File: src/logic/ads_reg_pkg.sv
package ads_reg_pkg;

    // word address and bus word widths of the host port
    localparam int ADDR_W = 4;
    localparam int DATA_W = 32;

    typedef logic [ADDR_W-1:0] reg_addr_t;
    typedef logic [DATA_W-1:0] reg_data_t;

    // register map, one word per address
    localparam reg_addr_t REG_SOFT_RESET  = 4'd0;
    localparam reg_addr_t REG_AD_START    = 4'd2;
    localparam reg_addr_t REG_AD_RESET    = 4'd3;
    localparam reg_addr_t REG_AD_DRDY     = 4'd4;
    localparam reg_addr_t REG_SPI_TXBYTES = 4'd5;
    localparam reg_addr_t REG_SPI_TXDATA  = 4'd6;
    localparam reg_addr_t REG_SPI_RXDATA  = 4'd7;
    localparam reg_addr_t REG_SPI_RXREADY = 4'd8;
    localparam reg_addr_t REG_SPI_BUSY    = 4'd9;

    // returned for address 1 and anything above the map
    localparam reg_data_t RESERVED_READ = 32'hDEAD_BEEF;

endpackage

File: src/logic/spi_pkg.sv
package spi_pkg;

    // n means n+1 bytes on the wire
    typedef logic [1:0] spi_bytes_t;

    // transmit word, low bytes sent msb first; receive word right-aligned
    typedef logic [31:0] spi_word_t;

    // clk cycles per half period of sclk
    localparam int SPI_HALF_PERIOD = 4;
    localparam int HALF_CNT_W = $clog2(SPI_HALF_PERIOD);

    // holds up to 32 bits
    localparam int BIT_CNT_W = 6;

endpackage

File: src/logic/up_bus_if.sv
`timescale 1ns/1ps

interface up_bus_if import ads_reg_pkg::*; ();

    reg_addr_t wr_addr;
    logic      wr_req;
    reg_data_t wr_din;
    logic      wr_ack;

    reg_addr_t rd_addr;
    logic      rd_req;
    reg_data_t rd_dout;
    logic      rd_ack;

    // requests are single-cycle pulses, acked one cycle later
    modport host (
        output wr_addr, wr_req, wr_din, rd_addr, rd_req,
        input  wr_ack, rd_dout, rd_ack
    );

    modport regs (
        input  wr_addr, wr_req, wr_din, rd_addr, rd_req,
        output wr_ack, rd_dout, rd_ack
    );

endinterface

File: src/logic/spi_xfer_if.sv
`timescale 1ns/1ps

interface spi_xfer_if import spi_pkg::*; ();

    spi_bytes_t tx_bytes;
    spi_word_t  tx_data;
    logic       tx_valid;
    spi_word_t  rx_data;
    logic       rx_valid;
    logic       busy;

    modport ctrl (
        output tx_bytes, tx_data, tx_valid,
        input  rx_data, rx_valid, busy
    );

    modport engine (
        input  tx_bytes, tx_data, tx_valid,
        output rx_data, rx_valid, busy
    );

endinterface

File: src/logic/wb_up_bridge.sv
`timescale 1ns/1ps

module wb_up_bridge import ads_reg_pkg::*; (
    input  logic      clk,
    input  logic      rst,
    input  logic      wb_cyc,
    input  logic      wb_stb,
    input  logic      wb_we,
    input  reg_addr_t wb_adr,
    input  reg_data_t wb_wdata,
    output reg_data_t wb_rdata,
    output logic      wb_ack,
    up_bus_if.host    up
);

    logic pending;
    logic start;

    // first cycle of a bus cycle that has not been forwarded yet
    assign start = wb_cyc && wb_stb && !pending;

    always_ff @(posedge clk) begin
        if (rst) begin
            pending   <= 1'b0;
            up.wr_req <= 1'b0;
            up.rd_req <= 1'b0;
        end else begin
            up.wr_req <= start && wb_we;
            up.rd_req <= start && !wb_we;
            if (start) begin
                pending <= 1'b1;
            end else if (up.wr_ack || up.rd_ack) begin
                pending <= 1'b0;
            end
        end
    end

    // master keeps address and data stable until ack
    assign up.wr_addr = wb_adr;
    assign up.wr_din  = wb_wdata;
    assign up.rd_addr = wb_adr;

    // ack and read data come straight back from the register port
    assign wb_ack   = up.wr_ack || up.rd_ack;
    assign wb_rdata = up.rd_dout;

endmodule

File: src/logic/ads124x_regs.sv
`timescale 1ns/1ps

module ads124x_regs import ads_reg_pkg::*; (
    input  logic     clk,
    input  logic     rst,
    up_bus_if.regs   up,
    spi_xfer_if.ctrl spi,
    input  logic     ad_drdy_n,
    output logic     ad_start,
    output logic     ad_reset,
    output logic     soft_reset
);

    logic [1:0] drdy_sync;
    logic       drdy;
    logic       rx_ready;
    reg_data_t  rx_word;
    logic       wr_txdata;

    assign wr_txdata = up.wr_req && (up.wr_addr == REG_SPI_TXDATA);

    // control bits
    always_ff @(posedge clk) begin
        if (rst) begin
            soft_reset   <= 1'b0;
            ad_start     <= 1'b0;
            ad_reset     <= 1'b1;
            spi.tx_bytes <= '0;
        end else if (up.wr_req) begin
            case (up.wr_addr)
                REG_SOFT_RESET:  soft_reset   <= up.wr_din[0];
                REG_AD_START:    ad_start     <= up.wr_din[0];
                REG_AD_RESET:    ad_reset     <= up.wr_din[0];
                REG_SPI_TXBYTES: spi.tx_bytes <= up.wr_din[1:0];
                default: ;
            endcase
        end
    end

    // transmit word, the write itself launches the transfer
    always_ff @(posedge clk) begin
        if (wr_txdata) begin
            spi.tx_data <= up.wr_din;
        end
    end

    always_ff @(posedge clk) begin
        if (rst) begin
            spi.tx_valid <= 1'b0;
        end else begin
            spi.tx_valid <= wr_txdata;
        end
    end

    // ad_drdy_n is asynchronous to clk
    always_ff @(posedge clk) begin
        if (rst) begin
            drdy_sync <= 2'b11;
        end else begin
            drdy_sync <= {drdy_sync[0], ad_drdy_n};
        end
    end

    assign drdy = !drdy_sync[1];

    // received word and sticky ready flag, cleared when a new transfer is written
    always_ff @(posedge clk) begin
        if (spi.rx_valid) begin
            rx_word <= spi.rx_data;
        end
    end

    always_ff @(posedge clk) begin
        if (rst) begin
            rx_ready <= 1'b0;
        end else if (wr_txdata) begin
            rx_ready <= 1'b0;
        end else if (spi.rx_valid) begin
            rx_ready <= 1'b1;
        end
    end

    // one cycle to ack either direction
    always_ff @(posedge clk) begin
        if (rst) begin
            up.wr_ack <= 1'b0;
            up.rd_ack <= 1'b0;
        end else begin
            up.wr_ack <= up.wr_req;
            up.rd_ack <= up.rd_req;
        end
    end

    always_ff @(posedge clk) begin
        if (up.rd_req) begin
            case (up.rd_addr)
                REG_SOFT_RESET:  up.rd_dout <= DATA_W'(soft_reset);
                REG_AD_START:    up.rd_dout <= DATA_W'(ad_start);
                REG_AD_RESET:    up.rd_dout <= DATA_W'(ad_reset);
                REG_AD_DRDY:     up.rd_dout <= DATA_W'(drdy);
                REG_SPI_TXBYTES: up.rd_dout <= DATA_W'(spi.tx_bytes);
                REG_SPI_TXDATA:  up.rd_dout <= spi.tx_data;
                REG_SPI_RXDATA:  up.rd_dout <= rx_word;
                REG_SPI_RXREADY: up.rd_dout <= DATA_W'(rx_ready);
                REG_SPI_BUSY:    up.rd_dout <= DATA_W'(spi.busy);
                default:         up.rd_dout <= RESERVED_READ;
            endcase
        end
    end

endmodule

File: src/logic/spi_master.sv
`timescale 1ns/1ps

module spi_master import spi_pkg::*; (
    input  logic       clk,
    input  logic       rst,
    input  logic       soft_reset,
    spi_xfer_if.engine xfer,
    output logic       spi_sclk,
    output logic       spi_mosi,
    output logic       spi_cs_n,
    input  logic       spi_miso
);

    typedef enum logic [1:0] {
        IDLE,
        SHIFT,
        DONE
    } state_t;

    state_t                state;
    logic [HALF_CNT_W-1:0] half_cnt;
    logic [BIT_CNT_W-1:0]  bit_cnt;
    spi_word_t             tx_shift;
    spi_word_t             rx_shift;
    logic                  accept;
    logic                  half_done;
    logic                  fall_tick;

    assign accept    = (state == IDLE) && xfer.tx_valid && !soft_reset;
    assign half_done = (half_cnt == HALF_CNT_W'(SPI_HALF_PERIOD - 1));
    // sclk about to fall and miso sampled here
    assign fall_tick = (state == SHIFT) && half_done && spi_sclk;

    always_ff @(posedge clk) begin
        if (rst || soft_reset) begin
            state    <= IDLE;
            half_cnt <= '0;
            bit_cnt  <= '0;
            spi_sclk <= 1'b0;
            spi_mosi <= 1'b0;
            spi_cs_n <= 1'b1;
        end else begin
            case (state)
                IDLE: begin
                    if (accept) begin
                        state    <= SHIFT;
                        half_cnt <= '0;
                        bit_cnt  <= {1'b0, xfer.tx_bytes, 3'b000} + BIT_CNT_W'(8);
                        spi_cs_n <= 1'b0;
                    end
                end
                SHIFT: begin
                    if (half_done) begin
                        half_cnt <= '0;
                        spi_sclk <= !spi_sclk;
                        if (!spi_sclk) begin
                            // rising edge launches the next bit
                            spi_mosi <= tx_shift[31];
                        end else begin
                            bit_cnt <= bit_cnt - 1'b1;
                            if (bit_cnt == BIT_CNT_W'(1)) begin
                                state    <= DONE;
                                spi_cs_n <= 1'b1;
                            end
                        end
                    end else begin
                        half_cnt <= half_cnt + 1'b1;
                    end
                end
                default: begin
                    state    <= IDLE;
                    spi_mosi <= 1'b0;
                end
            endcase
        end
    end

    // first byte to send ends up in the top bits
    always_ff @(posedge clk) begin
        if (accept) begin
            tx_shift <= xfer.tx_data << {~xfer.tx_bytes, 3'b000};
            rx_shift <= '0;
        end else if (fall_tick) begin
            tx_shift <= tx_shift << 1;
            rx_shift <= {rx_shift[30:0], spi_miso};
        end
    end

    assign xfer.busy     = (state != IDLE);
    assign xfer.rx_valid = (state == DONE);
    assign xfer.rx_data  = rx_shift;

endmodule

File: src/logic/ads124x_ctrl.sv
`timescale 1ns/1ps

module ads124x_ctrl import ads_reg_pkg::*; (
    input  logic      clk,
    input  logic      rst,
    input  logic      wb_cyc,
    input  logic      wb_stb,
    input  logic      wb_we,
    input  reg_addr_t wb_adr,
    input  reg_data_t wb_wdata,
    output reg_data_t wb_rdata,
    output logic      wb_ack,
    output logic      spi_sclk,
    output logic      spi_mosi,
    output logic      spi_cs_n,
    input  logic      spi_miso,
    output logic      ad_start,
    output logic      ad_reset,
    input  logic      ad_drdy_n
);

    logic soft_reset;

    up_bus_if   up_bus ();
    spi_xfer_if spi_xfer ();

    // host side
    wb_up_bridge u_bridge (
        .clk      (clk),
        .rst      (rst),
        .wb_cyc   (wb_cyc),
        .wb_stb   (wb_stb),
        .wb_we    (wb_we),
        .wb_adr   (wb_adr),
        .wb_wdata (wb_wdata),
        .wb_rdata (wb_rdata),
        .wb_ack   (wb_ack),
        .up       (up_bus.host)
    );

    ads124x_regs u_regs (
        .clk        (clk),
        .rst        (rst),
        .up         (up_bus.regs),
        .spi        (spi_xfer.ctrl),
        .ad_drdy_n  (ad_drdy_n),
        .ad_start   (ad_start),
        .ad_reset   (ad_reset),
        .soft_reset (soft_reset)
    );

    // serial side
    spi_master u_spi (
        .clk        (clk),
        .rst        (rst),
        .soft_reset (soft_reset),
        .xfer       (spi_xfer.engine),
        .spi_sclk   (spi_sclk),
        .spi_mosi   (spi_mosi),
        .spi_cs_n   (spi_cs_n),
        .spi_miso   (spi_miso)
    );

endmodule

File: config.mk
export PLATFORM = sky130hd
export DESIGN_NAME = ads124x_ctrl
export DESIGN_NICKNAME = d
export VERILOG_FILES = /design/src/logic/ads_reg_pkg.sv /design/src/logic/spi_pkg.sv /design/src/logic/up_bus_if.sv /design/src/logic/spi_xfer_if.sv /design/src/logic/wb_up_bridge.sv /design/src/logic/ads124x_regs.sv /design/src/logic/spi_master.sv /design/src/logic/ads124x_ctrl.sv
export SDC_FILE = /design/constraint.sdc
export NUM_CORES = 1
export LEC_CHECK = 0
export BUFFER_PORTS_ARGS = -buffer_cell sky130_fd_sc_hd__buf_2
export CAP_MARGIN = 20
export CORE_MARGIN = 2
export CORE_UTILIZATION = 55
export DETAILED_ROUTE_END_ITERATION = 16
export PLACE_DENSITY = 0.74
export SYNTH_ARGS = -nofsm -noshare
export SYNTH_HDL_FRONTEND = slang
export SYNTH_HIERARCHICAL = 1
export SYNTH_SLANG_ARGS = --single-unit
File: constraint.sdc
create_clock -name clk -period 6.94 [get_ports clk]
set_input_delay 1.041 -clock clk [delete_from_list [all_inputs] [get_ports clk]]
set_output_delay 1.041 -clock clk [all_outputs]
set_load 0.05 [all_outputs]
==> flow_summary.ini <==
[logic_synthesis]
synth_compound_area_share_pct = 12.44
synth_top_area_cell = edfxtp_1
synth_top_area_share_pct = 45.08
ys_seq_area_share_pct = 58.94
ys_seq_elements = 187
synthMuxAreaShare_pct = 4.476
synth_fp_nets = 795
syn_area_per_cell_sq_um = 11.40
ys_warn_count = 6
synth_edf_count = 128
synth_fa_ha_area_share_pct = 0.5870
synth_cell_types = 55
synth_top_family_by_area = compound AO/OA/AOI/OAI gates
async_flop_share_pct = 0
synthSimpleGateAreaFrac_pct = 12.43
synth_cells = 748
synthXorXnorAreaFrac_pct = 0.2055
syn_area_sq_um = 8526
synth-main-ff-cell = edfxtp_1
synth_area_leaders = edfxtp_1 45%, dfxtp_1 14%, buf_4 6.9%, nand2_1 5.1%, a31oi_1 3.6%

[cts]
cts_hold_buf = 0
cts_setup_buffers = 0
cts_buffers = 17
numClockSinks = 187
clock-root-buffer = clkbuf_16
path_clk_slew_ns = 0.07
cts_resized = 0
htree_num_levels = 4
clk_path_buf_depth = 2
clock_latency_ns = 0.43
cts_tree = yes

[grt]
grt_max_degree = 59
grtUsageTotal_pct = 22.98
first_global_vias = 5307
gr-usage-met1_pct = 30.37
grt_use_met3_pct = 5.031
antenna_found_initial = 0
top_usage_layer = met2
grt_pass1_wl_um = 28840
grt_overflow = 0
met2_usage_pct = 36.95

[critical_path]
rrSetupSlack_ns = 4.47
end_kind = flip-flop
reg2reg_from = u_spi/half_cnt[0]
path_class = in -> reg
timing.rr.end = u_spi/bit_cnt[4]
cp.arrival_ns = 2.55
worstPathRequired_ns = 7.02
worstRegToRegCells = 7
crit_path_start_kind = input port
path_max_fanout = 58

[sta]
period_share_pct = 35.63
drv_slew = 0
hold_viol_final = 0
worst_slew_pin_slew_ns = 0.9707
clock.fmax_ghz = 0.4045
setup_viol = 0
min_period_ns = 2.472
final.setup_skew_ns = 0.01043
setup_slack_ns = 4.468
rsz0062_at_grt = no
fin_setup_tns_ns = 0
slew_headroom_pct = 35.08

[floorplanning]
die_x_um = 128.5
initial_utilization_pct = 56.08
rows = 45
fp.dieArea_sq_um = 16510
coreArea_sq_um = 15200
io_pins = 81
die_y_um = 128.5

[placement]
dp_hpwl_um = 11930
place_ws_ns = 4.042
portBuffers = 80
gp_routability_congestion = 0.8705

[power_and_ir_drop]
peakVddDrop_mv = 0.1827
leakage_uw = 0.003243
pwr_density_cell_nw_per_um2 = 256.8

[hold_path]
hold_end = u_regs/drdy_sync[1]
hold_depth = 1
min_from = u_regs/drdy_sync[0]
hold_class = reg -> reg

[flow_run]
cap_viol_max_count = 0

[detailed_routing]
drt_iter0_drc = 716
drtAntennaViolNets = 0
vias_per_cell = 6.131
routedWlPerCell_um = 20.23
drt_first_pass_iters = 5
wl_um = 18840
num_vias = 5708
drc = 0

[final_layout]
multi_input_area_sq_um = 2579
fin_util_pct = 59.17
register_area_sq_um = 5025
drive_gt1_share_pct = 22.07
layout_common_cells = 128 x edfxtp_1, 115 x nand2_1, 80 x buf_2
n_antenna_cell = 0
nFillCells = 1183
final_common_cell = edfxtp_1
final_nets = 777
area_delta_synth_final_pct = 5.503

[outcome]
status = finished clean
[cells by family (layout without fill, tap and decap cells)]
family          Yosys count  after routing
compound gates          157            157
xor+xnor                  2              2
fa+ha+maj                 4              4
buf+inv                 135            130
flops                   187            187
mux                      36             36
simple gates            227            227
[worst max path at each step]
| stage | slack [ns] | to | from |
|---|---|---|---|
| detailed placement | 4.04 | u_regs/spi.tx_data[23] | wb_adr[2] |
| global placement | 4.02 | u_regs/up.rd_dout[19] | wb_adr[0] |
| global route | 4.25 | u_spi/bit_cnt[4] | u_spi/half_cnt[0] |
| floorplan | 3.79 | u_regs/spi.tx_data[0] | wb_adr[3] |
| finish | 4.47 | u_regs/spi.tx_data[15] | wb_adr[2] |
| CTS | 4.47 | u_spi/bit_cnt[4] | u_spi/half_cnt[0] |
[sequential cells by signal, indices dropped and copies added (netlist names), 6 cells and up]
signal / cells
u_spi/bit_cnt: 6
u_spi/tx_shift: 32
u_regs/rx_word: 32
u_regs/spi.tx_data: 32
u_spi/xfer.rx_data: 32
u_regs/up.rd_dout: 32
[synth_stat cells (7+ instances only)]
cell and count:
a21oi_1 42, buf_2 22, mux2_2 17, nor2_1 41
nor2b_1 10, dfxtp_1 59, clkbuf_1 15, o221ai_1 20
o21ai_0 23, nand3_1 22, edfxtp_1 128, mux2i_1 19
nand2_1 115, a31oi_1 49, buf_6 7, buf_4 78
[routing by layer]
layer  vias up  wire [um]
met5         -          0
met2       286       9125
met1      2777       7792
met3        34       1306
li1       2611          -
met4         0        612
[critical path, stage by stage]
cell	delay, ns
buf_2	0.07
buf_4	0.48
nand3b_1	0.28
nor3b_4	0.23
buf_4	0.40
[through the flow]
| stage | total power [uW] | instances | hold slack, ns | cell area [sq um] |
|---|---|---|---|---|
| 2_1_floorplan | 1307 | 748 | 0.3895 | 8526 |
| 3_3_place_gp | 1304 | 898 | 0.4018 | 8341 |
| 3_5_place_dp | 1310 | 899 | 0.4128 | 8368 |
| 4_1_cts | 2320 | 931 | 0.4276 | 8995 |
| 5_1_grt | 2370 | 931 | 0.4523 | 8995 |
| 6_report | 2310 | 931 | 0.4269 | 8995 |
[power by group]
group	switching [uW]	internal (uW)	total (uW)
sequential	3.40	1190	1190
clock	420	602	1020
combinational	61.3	31.8	93.1
total	485	1820	2310
[layout make-up]
| cell class | instances | area share [%] |
|---|---|---|
| Sequential cell | 187 | 55.86 |
| Multi-Input combinational cell | 426 | 28.67 |
| Timing Repair Buffer | 91 | 5.592 |
| Clock buffer | 20 | 5.202 |
| Tap cell | 188 | 2.615 |
| Clock inverter | 12 | 1.767 |
| Inverter | 7 | 0.2921 |
Power figures use the tool's default switching activity.
